===== src/design/cpu_isa_pkg.sv =====
package cpu_isa_pkg;

    typedef logic [7:0] data_t;
    typedef logic [1:0] reg_idx_t;

    typedef enum logic [3:0] {
        OP_NOP = 4'd0,
        OP_MOV = 4'd1,
        OP_ADD = 4'd2,
        OP_SUB = 4'd3,
        OP_AND = 4'd4,
        OP_OR  = 4'd5,
        OP_INC = 4'd6,
        OP_LDM = 4'd7,
        OP_LD  = 4'd8,
        OP_ST  = 4'd9,
        OP_IN  = 4'd10,
        OP_OUT = 4'd11,
        OP_JMP = 4'd12,
        OP_HLT = 4'd15
    } opcode_e;

    typedef enum logic [1:0] {
        COND_ALWAYS = 2'd0,
        COND_Z      = 2'd1,
        COND_N      = 2'd2,
        COND_C      = 2'd3
    } cond_e;

    typedef struct packed {
        opcode_e  opcode;
        reg_idx_t ra;
        reg_idx_t rb;
    } instr_reg_t;

    // Jump reuses the ra field as its condition
    typedef struct packed {
        opcode_e  opcode;
        cond_e    cond;
        reg_idx_t rb;
    } instr_jmp_t;

    typedef union packed {
        instr_reg_t r;
        instr_jmp_t j;
    } instr_u;

    typedef struct packed {
        logic z;
        logic n;
        logic c;
    } flags_t;

endpackage


===== src/design/cpu_pipe_pkg.sv =====
package cpu_pipe_pkg;

    import cpu_isa_pkg::*;

    typedef enum logic [2:0] {
        ALU_PASS_B = 3'd0,
        ALU_ADD    = 3'd1,
        ALU_SUB    = 3'd2,
        ALU_AND    = 3'd3,
        ALU_OR     = 3'd4,
        ALU_INC    = 3'd5
    } alu_op_e;

    typedef enum logic [1:0] {
        WB_ALU = 2'd0,
        WB_MEM = 2'd1,
        WB_IN  = 2'd2
    } wb_src_e;

    // Operand select encodings, hazard unit to execute
    localparam logic [1:0] FWD_LATCH = 2'd0;
    localparam logic [1:0] FWD_MEM   = 2'd1;
    localparam logic [1:0] FWD_WB    = 2'd2;

    typedef struct packed {
        logic    reg_we;
        logic    mem_we;
        logic    mem_rd;
        logic    out_ld;
        logic    hlt;
        logic    flag_we;
        logic    is_jmp;
        alu_op_e alu_op;
        wb_src_e wb_src;
    } ctrl_t;

    typedef struct packed {
        data_t instr;
        logic  vld;
        logic  imm;
    } if_d_t;

    typedef struct packed {
        ctrl_t    ctrl;
        cond_e    cond;
        reg_idx_t ra;
        reg_idx_t rb;
        data_t    a;
        data_t    b;
        logic     imm_vld;
    } d_ex_t;

    typedef struct packed {
        logic     reg_we;
        logic     mem_we;
        logic     out_ld;
        logic     hlt;
        wb_src_e  wb_src;
        reg_idx_t rd;
        data_t    result;
        data_t    sdata;
    } ex_m_t;

    typedef struct packed {
        logic     reg_we;
        reg_idx_t rd;
        data_t    data;
    } m_wb_t;

endpackage


===== src/design/alu.sv =====
`timescale 1ns/1ps

module alu
    import cpu_isa_pkg::*, cpu_pipe_pkg::*;
(
    input  data_t   a,
    input  data_t   b,
    input  alu_op_e op,
    output data_t   y,
    output flags_t  flags
);

    logic [8:0] res;

    always_comb begin
        case (op)
            ALU_ADD: res = {1'b0, a} + {1'b0, b};
            // Bit 8 ends up as the borrow
            ALU_SUB: res = {1'b0, a} - {1'b0, b};
            ALU_AND: res = {1'b0, a & b};
            ALU_OR:  res = {1'b0, a | b};
            ALU_INC: res = {1'b0, a} + 9'd1;
            default: res = {1'b0, b};
        endcase
    end

    assign y       = res[7:0];
    assign flags.z = (res[7:0] == 8'd0);
    assign flags.n = res[7];
    assign flags.c = res[8];

endmodule


===== src/design/cpu_top.sv =====
`timescale 1ns/1ps

module cpu_top
    import cpu_isa_pkg::*, cpu_pipe_pkg::*;
#(
    parameter int IMEM_DEPTH = 64,
    parameter int DMEM_DEPTH = 32
) (
    input  logic  clk,
    input  logic  rst_n,
    input  logic  prog_we,
    input  data_t prog_addr,
    input  data_t prog_data,
    input  data_t in_port,
    output data_t out_port,
    output logic  out_valid,
    output logic  hlt
);

    if_d_t      if_d;
    d_ex_t      d_ex;
    ex_m_t      ex_m;
    m_wb_t      m_wb;
    reg_idx_t   rs_a;
    reg_idx_t   rs_b;
    logic [1:0] fwd_a;
    logic [1:0] fwd_b;
    logic       stall;
    logic       redirect;
    data_t      target;

    fetch_stage #(
        .IMEM_DEPTH (IMEM_DEPTH)
    ) u_fetch (
        .clk       (clk),
        .rst_n     (rst_n),
        .stall     (stall),
        .redirect  (redirect),
        .target    (target),
        .halted    (hlt),
        .prog_we   (prog_we),
        .prog_addr (prog_addr),
        .prog_data (prog_data),
        .if_d      (if_d)
    );

    decode_stage u_decode (
        .clk      (clk),
        .rst_n    (rst_n),
        .if_d     (if_d),
        .stall    (stall),
        .redirect (redirect),
        .m_wb     (m_wb),
        .d_ex     (d_ex),
        .rs_a     (rs_a),
        .rs_b     (rs_b)
    );

    hazard_forwarding_unit u_hfu (
        .rs_a  (rs_a),
        .rs_b  (rs_b),
        .d_ex  (d_ex),
        .ex_m  (ex_m),
        .m_wb  (m_wb),
        .fwd_a (fwd_a),
        .fwd_b (fwd_b),
        .stall (stall)
    );

    execute_stage u_execute (
        .clk      (clk),
        .rst_n    (rst_n),
        .d_ex     (d_ex),
        .fwd_a    (fwd_a),
        .fwd_b    (fwd_b),
        .ex_m_fb  (ex_m),
        .m_wb_fb  (m_wb),
        .ex_m     (ex_m),
        .redirect (redirect),
        .target   (target)
    );

    mem_wb_stage #(
        .DMEM_DEPTH (DMEM_DEPTH)
    ) u_mem_wb (
        .clk       (clk),
        .rst_n     (rst_n),
        .ex_m      (ex_m),
        .in_port   (in_port),
        .m_wb      (m_wb),
        .out_port  (out_port),
        .out_valid (out_valid),
        .hlt       (hlt)
    );

endmodule


===== src/design/decode_stage.sv =====
`timescale 1ns/1ps

module decode_stage
    import cpu_isa_pkg::*, cpu_pipe_pkg::*;
(
    input  logic     clk,
    input  logic     rst_n,
    input  if_d_t    if_d,
    input  logic     stall,
    input  logic     redirect,
    input  m_wb_t    m_wb,
    output d_ex_t    d_ex,
    output reg_idx_t rs_a,
    output reg_idx_t rs_b
);

    instr_u   ins;
    opcode_e  op;
    ctrl_t    ctrl;
    reg_idx_t ldm_rd;
    data_t    rd_a;
    data_t    rd_b;
    logic     is_imm;

    assign ins    = if_d.instr;
    assign op     = ins.r.opcode;
    assign rs_a   = ins.r.ra;
    assign rs_b   = ins.j.rb;
    assign is_imm = if_d.vld && if_d.imm;

    regfile u_regfile (
        .clk   (clk),
        .rst_n (rst_n),
        .ra    (rs_a),
        .rb    (rs_b),
        .wr    (m_wb),
        .rd_a  (rd_a),
        .rd_b  (rd_b)
    );

    always_comb begin
        ctrl = '0;
        if (is_imm) begin
            // Completed LDM, immediate passes through the ALU
            ctrl.reg_we = 1'b1;
            ctrl.alu_op = ALU_PASS_B;
        end else if (if_d.vld) begin
            case (op)
                OP_MOV: ctrl.reg_we = 1'b1;
                OP_ADD, OP_SUB, OP_AND, OP_OR, OP_INC: begin
                    ctrl.reg_we  = 1'b1;
                    ctrl.flag_we = 1'b1;
                    case (op)
                        OP_ADD:  ctrl.alu_op = ALU_ADD;
                        OP_SUB:  ctrl.alu_op = ALU_SUB;
                        OP_AND:  ctrl.alu_op = ALU_AND;
                        OP_OR:   ctrl.alu_op = ALU_OR;
                        default: ctrl.alu_op = ALU_INC;
                    endcase
                end
                OP_LD: begin
                    ctrl.reg_we = 1'b1;
                    ctrl.mem_rd = 1'b1;
                    ctrl.wb_src = WB_MEM;
                end
                OP_ST:  ctrl.mem_we = 1'b1;
                OP_IN: begin
                    ctrl.reg_we = 1'b1;
                    ctrl.wb_src = WB_IN;
                end
                OP_OUT: ctrl.out_ld = 1'b1;
                OP_JMP: ctrl.is_jmp = 1'b1;
                OP_HLT: ctrl.hlt    = 1'b1;
                default: ctrl = '0;
            endcase
        end
    end

    always_ff @(posedge clk or negedge rst_n) begin
        if (!rst_n) begin
            d_ex   <= '0;
            ldm_rd <= '0;
        end else begin
            if (if_d.vld && !if_d.imm && op == OP_LDM) begin
                ldm_rd <= ins.r.ra;
            end
            if (stall || redirect) begin
                d_ex <= '0;
            end else begin
                d_ex.ctrl    <= ctrl;
                d_ex.cond    <= ins.j.cond;
                d_ex.ra      <= is_imm ? ldm_rd : ins.r.ra;
                d_ex.rb      <= ins.r.rb;
                d_ex.a       <= rd_a;
                d_ex.b       <= is_imm ? if_d.instr : rd_b;
                d_ex.imm_vld <= is_imm;
            end
        end
    end

endmodule


===== src/design/execute_stage.sv =====
`timescale 1ns/1ps

module execute_stage
    import cpu_isa_pkg::*, cpu_pipe_pkg::*;
(
    input  logic       clk,
    input  logic       rst_n,
    input  d_ex_t      d_ex,
    input  logic [1:0] fwd_a,
    input  logic [1:0] fwd_b,
    input  ex_m_t      ex_m_fb,
    input  m_wb_t      m_wb_fb,
    output ex_m_t      ex_m,
    output logic       redirect,
    output data_t      target
);

    data_t  op_a;
    data_t  op_b;
    data_t  alu_y;
    flags_t alu_flags;
    flags_t flag_q;
    logic   cond_ok;

    always_comb begin
        case (fwd_a)
            FWD_MEM: op_a = ex_m_fb.result;
            FWD_WB:  op_a = m_wb_fb.data;
            default: op_a = d_ex.a;
        endcase
        // LDM immediate is never forwarded over
        if (d_ex.imm_vld) begin
            op_b = d_ex.b;
        end else begin
            case (fwd_b)
                FWD_MEM: op_b = ex_m_fb.result;
                FWD_WB:  op_b = m_wb_fb.data;
                default: op_b = d_ex.b;
            endcase
        end
    end

    alu u_alu (
        .a     (op_a),
        .b     (op_b),
        .op    (d_ex.ctrl.alu_op),
        .y     (alu_y),
        .flags (alu_flags)
    );

    always_comb begin
        case (d_ex.cond)
            COND_Z:  cond_ok = flag_q.z;
            COND_N:  cond_ok = flag_q.n;
            COND_C:  cond_ok = flag_q.c;
            default: cond_ok = 1'b1;
        endcase
    end

    assign redirect = d_ex.ctrl.is_jmp && cond_ok;
    assign target   = op_b;

    always_ff @(posedge clk or negedge rst_n) begin
        if (!rst_n) begin
            flag_q <= '0;
            ex_m   <= '0;
        end else begin
            if (d_ex.ctrl.flag_we) begin
                flag_q <= alu_flags;
            end
            ex_m <= '{reg_we: d_ex.ctrl.reg_we, mem_we: d_ex.ctrl.mem_we,
                      out_ld: d_ex.ctrl.out_ld, hlt: d_ex.ctrl.hlt,
                      wb_src: d_ex.ctrl.wb_src, rd: d_ex.ra,
                      result: alu_y, sdata: op_a};
        end
    end

endmodule


===== src/design/fetch_stage.sv =====
`timescale 1ns/1ps

module fetch_stage
    import cpu_isa_pkg::*, cpu_pipe_pkg::*;
#(
    parameter int IMEM_DEPTH = 64
) (
    input  logic  clk,
    input  logic  rst_n,
    input  logic  stall,
    input  logic  redirect,
    input  data_t target,
    input  logic  halted,
    input  logic  prog_we,
    input  data_t prog_addr,
    input  data_t prog_data,
    output if_d_t if_d
);

    localparam int IAW = $clog2(IMEM_DEPTH);

    data_t  imem [IMEM_DEPTH];
    data_t  pc;
    instr_u fbyte;
    logic   imm_next;

    // Program port, used while the core sits in reset
    always_ff @(posedge clk) begin
        if (prog_we) begin
            imem[prog_addr[IAW-1:0]] <= prog_data;
        end
    end

    assign fbyte = imem[pc[IAW-1:0]];

    always_ff @(posedge clk or negedge rst_n) begin
        if (!rst_n) begin
            pc       <= '0;
            imm_next <= 1'b0;
            if_d     <= '0;
        end else if (redirect) begin
            pc       <= target;
            imm_next <= 1'b0;
            if_d     <= '0;
        end else if (halted) begin
            if_d <= '0;
        end else if (!stall) begin
            if_d.instr <= fbyte;
            if_d.vld   <= 1'b1;
            if_d.imm   <= imm_next;
            // Byte after an LDM opcode is its immediate
            imm_next   <= !imm_next && (fbyte.r.opcode == OP_LDM);
            pc         <= pc + 8'd1;
        end
    end

endmodule


===== src/design/hazard_forwarding_unit.sv =====
`timescale 1ns/1ps

module hazard_forwarding_unit
    import cpu_isa_pkg::*, cpu_pipe_pkg::*;
(
    input  reg_idx_t   rs_a,
    input  reg_idx_t   rs_b,
    input  d_ex_t      d_ex,
    input  ex_m_t      ex_m,
    input  m_wb_t      m_wb,
    output logic [1:0] fwd_a,
    output logic [1:0] fwd_b,
    output logic       stall
);

    // Memory stage wins, it holds the younger value
    function automatic logic [1:0] fwd_sel(reg_idx_t src);
        if (ex_m.reg_we && ex_m.wb_src == WB_ALU && ex_m.rd == src) begin
            return FWD_MEM;
        end
        if (m_wb.reg_we && m_wb.rd == src) begin
            return FWD_WB;
        end
        return FWD_LATCH;
    endfunction

    assign fwd_a = fwd_sel(d_ex.ra);
    assign fwd_b = fwd_sel(d_ex.rb);

    // LD and IN only have their data at the memory stage
    assign stall = (d_ex.ctrl.mem_rd || (d_ex.ctrl.reg_we && d_ex.ctrl.wb_src == WB_IN))
                   && (d_ex.ra == rs_a || d_ex.ra == rs_b);

endmodule


===== src/design/mem_wb_stage.sv =====
`timescale 1ns/1ps

module mem_wb_stage
    import cpu_isa_pkg::*, cpu_pipe_pkg::*;
#(
    parameter int DMEM_DEPTH = 32
) (
    input  logic  clk,
    input  logic  rst_n,
    input  ex_m_t ex_m,
    input  data_t in_port,
    output m_wb_t m_wb,
    output data_t out_port,
    output logic  out_valid,
    output logic  hlt
);

    localparam int DAW = $clog2(DMEM_DEPTH);

    data_t          dmem [DMEM_DEPTH];
    logic [DAW-1:0] daddr;
    data_t          wb_data;

    assign daddr = ex_m.result[DAW-1:0];

    always_comb begin
        case (ex_m.wb_src)
            WB_MEM:  wb_data = dmem[daddr];
            WB_IN:   wb_data = in_port;
            default: wb_data = ex_m.result;
        endcase
    end

    always_ff @(posedge clk) begin
        if (ex_m.mem_we && !hlt) begin
            dmem[daddr] <= ex_m.sdata;
        end
    end

    // Once halted, everything still in flight is dropped here
    always_ff @(posedge clk or negedge rst_n) begin
        if (!rst_n) begin
            m_wb      <= '0;
            out_port  <= '0;
            out_valid <= 1'b0;
            hlt       <= 1'b0;
        end else begin
            out_valid <= 1'b0;
            if (hlt) begin
                m_wb <= '0;
            end else begin
                m_wb <= '{reg_we: ex_m.reg_we, rd: ex_m.rd, data: wb_data};
                if (ex_m.out_ld) begin
                    out_port  <= ex_m.sdata;
                    out_valid <= 1'b1;
                end
                if (ex_m.hlt) begin
                    hlt <= 1'b1;
                end
            end
        end
    end

endmodule


===== src/design/regfile.sv =====
`timescale 1ns/1ps

module regfile
    import cpu_isa_pkg::*, cpu_pipe_pkg::*;
(
    input  logic     clk,
    input  logic     rst_n,
    input  reg_idx_t ra,
    input  reg_idx_t rb,
    input  m_wb_t    wr,
    output data_t    rd_a,
    output data_t    rd_b
);

    data_t regs [4];

    always_ff @(posedge clk or negedge rst_n) begin
        if (!rst_n) begin
            for (int i = 0; i < 4; i++) begin
                regs[i] <= '0;
            end
        end else if (wr.reg_we) begin
            regs[wr.rd] <= wr.data;
        end
    end

    // Write-through so decode sees the write-back in the same cycle
    assign rd_a = (wr.reg_we && wr.rd == ra) ? wr.data : regs[ra];
    assign rd_b = (wr.reg_we && wr.rd == rb) ? wr.data : regs[rb];

endmodule


===== config.mk =====
export PLATFORM = sky130hd
export DESIGN_NAME = cpu_top
export DESIGN_NICKNAME = d
export VERILOG_FILES = /design/src/design/cpu_isa_pkg.sv /design/src/design/cpu_pipe_pkg.sv /design/src/design/alu.sv /design/src/design/cpu_top.sv /design/src/design/decode_stage.sv /design/src/design/execute_stage.sv /design/src/design/fetch_stage.sv /design/src/design/hazard_forwarding_unit.sv /design/src/design/mem_wb_stage.sv /design/src/design/regfile.sv
export SDC_FILE = /design/constraint.sdc
export NUM_CORES = 1
export LEC_CHECK = 0
export ABC_AREA = 1
export ABC_CLOCK_PERIOD_IN_PS = 6700
export BUFFER_PORTS_ARGS = -buffer_cell sky130_fd_sc_hd__buf_2
export CAP_MARGIN = 20
export CORE_UTILIZATION = 54
export DETAILED_ROUTE_END_ITERATION = 8
export PLACE_DENSITY = 0.71
export SLEW_MARGIN = 20
export SYNTH_ARGS = -nofsm -noshare
export SYNTH_HDL_FRONTEND = slang
export SYNTH_SLANG_ARGS = --single-unit

===== constraint.sdc =====
create_clock -name clk -period 6.7 [get_ports clk]
set_input_delay 1.34 -clock clk [delete_from_list [all_inputs] [get_ports clk]]
set_output_delay 1.34 -clock clk [all_outputs]
set_load 0.03 [all_outputs]

==> impl_results.md <==
- Status: completed
- P&R area growth vs syn: 9.94%
- Dpl hpwl: 52500 µm
- Mapped Area: 37000 µm²
- Final instance area: 40700 µm²
- Via Count: 24538
- Top FF cell, synth: edfxtp_1
- Initial antenna violation count: 2
- Final hold violations: 0
- Max_cap viols: 0
- Cell with the most instances after synthesis: edfxtp_1
- Global-route wire length before repair: between 100000 and 150000 µm
- Max IR drop VDD: 0.000426 V
- CTS max path bufs: 3
- Max Clock Freq: around 0.24 GHz
- Total track usage: 25.1%
- Area leader, netlist: edfxtp_1
- Die height: 264 µm
- Root buffer cell: clkbuf_16
- Worst Path Max Fanout: 6
- Grt ovf: 0
- Placed cell count: ~3800
- Placer congestion estimate: 0.942
- Via/cell ratio: between 6 and 7
- Pwr Total: 18.5 mW
- Multi-input combinational cell area: 9280 µm²
- Worst-margin pin slew: 0.966 ns
- Final ANT Viol Nets: 0
- Placement Setup Slack: roughly 2.6 ns
- Sequential share of the synthesized area: 71.2%
- CP max stage delay: 0.38 ns
- Initial core utilization: 54.9%
- Routed wire length per instance: about 22 µm
- Setup TNS Final: 0 ns
- Postcts setup bufs: 0
- Synth cell count leaders: 768 x edfxtp_1, 460 x nor2_1, 363 x o21ai_0
- Setup slack after layout: 2.56 ns
- Top cells by area, synth: edfxtp_1 62%, dfrtp_1 9.0%, o21ai_0 4.9%
- Port bufs: 34
- Final setup fails: 0
- Iter 0 DRT Violations: 2393
- Io pins: 37
- Row count: 95
- Synth Register Bits: 901
- Crit Path Class: flop to flop
- Mean post-synth cell area: between 10 and 15 µm²
- Cells after synthesis: about 3000
- Layout cells sized above 1: under 10%
- Delay-heaviest family, CP: simple AND/OR/NAND/NOR gates
- H-tree level count: 3
- CTS Sinks: 901
- CP Buf/Inv Count: 5
- Leak Pwr: 14.2 nW
- Crit end category: flop
- Die X: between 200 and 300 µm
- Final min period: 4.14 ns
- Post-route DRC: 0
- Slew headroom: a little over a third
- Fillers: 5151
- Worst Path Required: 7.28 ns
- Largest net degree at the start of global routing: 136
- RSZ-0062 raised after global routing: no
- Critical-path top delay cell: dfrtp_1
- Core Util, Final: 60.3%
- Final period util: 61.7%
- YS warnings: 0
- Skew-Pair Late Insertion Delay: around 0.64 ns
- Clock skew: 0.0256 ns
- NumNets Final: ~3100
- HP Class: flop to flop
- Top-area cell type share of the netlist area: ~62%
- Worst EP arrival: 4.72 ns
- Post-synth EDFFs: 768
- Hold slack: 0.370 ns
- Area post-placement: about 38000 µm²
- Finished Layout Cells: 4005
- DRT Pass-1 Iters: 6
- CTS Hold Bufs: 0
- Post-synth net total: 3108
- Vias in the first global route: 23570
- Ys async rst share: around 15%
- PostCTS Resize Cnt: 0
- CTS Buf Count: a little over 90
- Core area: 67500 µm²
- Clock transition at the registers of the reported paths: 0.06 ns
- Final wirelength: slightly below 90000 µm
- CP startpoint kind: flop
- CTS tree: yes
- PwrDens: 454 nW/µm²
- Register area: 26400 µm²
- Total die area: 69700 µm²
- Unique cell type count in the Yosys netlist: 49
- Fin. max-slew vios: 0
==> area by class of cell <==
class	count	area share, %
timing repair buffer	63	0.998
clock inverter	41	1.16
antenna	1	0.00614
inverter	158	1.47
tap	873	2.68
clock buffer	123	6.06
sequential	901	64.8
multi-input combinational	1845	22.8
==> cells by family (layout without fill, tap and decap cells) <==
| group | count (synthesis) | count (layout) | synth area share (%) |
|---|---|---|---|
| adders and majority gates | 14 | 14 | 0.493 |
| xor gates and xnor gates | 6 | 6 | 0.142 |
| buffers and inverters | 321 | 385 | 3.78 |
| and+or+nand+nor | 1028 | 1028 | 11.6 |
| AOI/OAI and AO/OA | 797 | 797 | 12.7 |
| DFF | 901 | 901 | 71.2 |
| other | 0 | 1 | 0 |
==> sequential cells by signal, summed over array words and instances (netlist names), 3 cells and up <==
register                 count
u_fetch.imem               512
u_mem_wb.dmem              256
u_decode.d_ex               34
u_decode.u_regfile.regs     32
u_execute.ex_m              24
u_mem_wb.m_wb               11
u_fetch.if_d                10
u_mem_wb.out_port            8
u_fetch.pc                   6
u_execute.flag_q             3
==> layer usage <==
layer	part of all wire, %	vias up	GRT usage [%]
met3	7.6	193	3.41
li1	-	11132	-
met2	49	1107	41.4
met1	41	12104	34.1
met5	0.014	-	0
met4	3.3	2	9.40
==> power breakdown <==
| group | internal [mW] | switching (mW) |
|---|---|---|
| Sequential | 6.71 | 0.500 |
| Combinational | 1.83 | 4.43 |
| Clock | 2.94 | 2.07 |
| Total | 11.5 | 7.00 |
==> path summary, 6_finish.rpt <==
kind / from / endpoint / slack, ns / depth (start not counted)
setup / recovery: u_execute.ex_m[18] / u_execute.flag_q[2] / 2.56 / 29
hold / removal: u_decode.d_ex[33] / u_execute.ex_m[22] / 0.37 / 0
setup reg to reg: u_execute.ex_m[18] / u_execute.flag_q[2] / 2.56 / 29
hold reg to reg: u_decode.d_ex[33] / u_execute.ex_m[22] / 0.37 / 0
max in group asynchronous: rst_n / u_fetch.pc[1] / 4.68 / 2
min in group asynchronous: rst_n / u_mem_wb.out_port[1] / 0.72 / 1
==> worst reg2reg max path: cells and delay by family, from the launching register on <==
family | cells | cell delay, ns
adder cells (fa/ha/maj) | 3 | 0.67
buffers and inverters | 5 | 0.45
flip-flops | 1 | 0.38
AO/OA/AOI/OAI | 6 | 0.75
AND/OR/NAND/NOR | 15 | 1.83
==> cell usage in the layout (no fill, tap or decap), types with 93 or more instances in the layout <==
master,netlist,layout
nand3_1,106,106
inv_1,142,139
clkbuf_16,0,93
a22oi_1,112,112
nand2_1,358,358
edfxtp_1,768,768
a21oi_1,111,111
o21ai_0,363,363
nor2_1,460,457
dfrtp_1,133,127
Power figures use the tool's default switching activity.
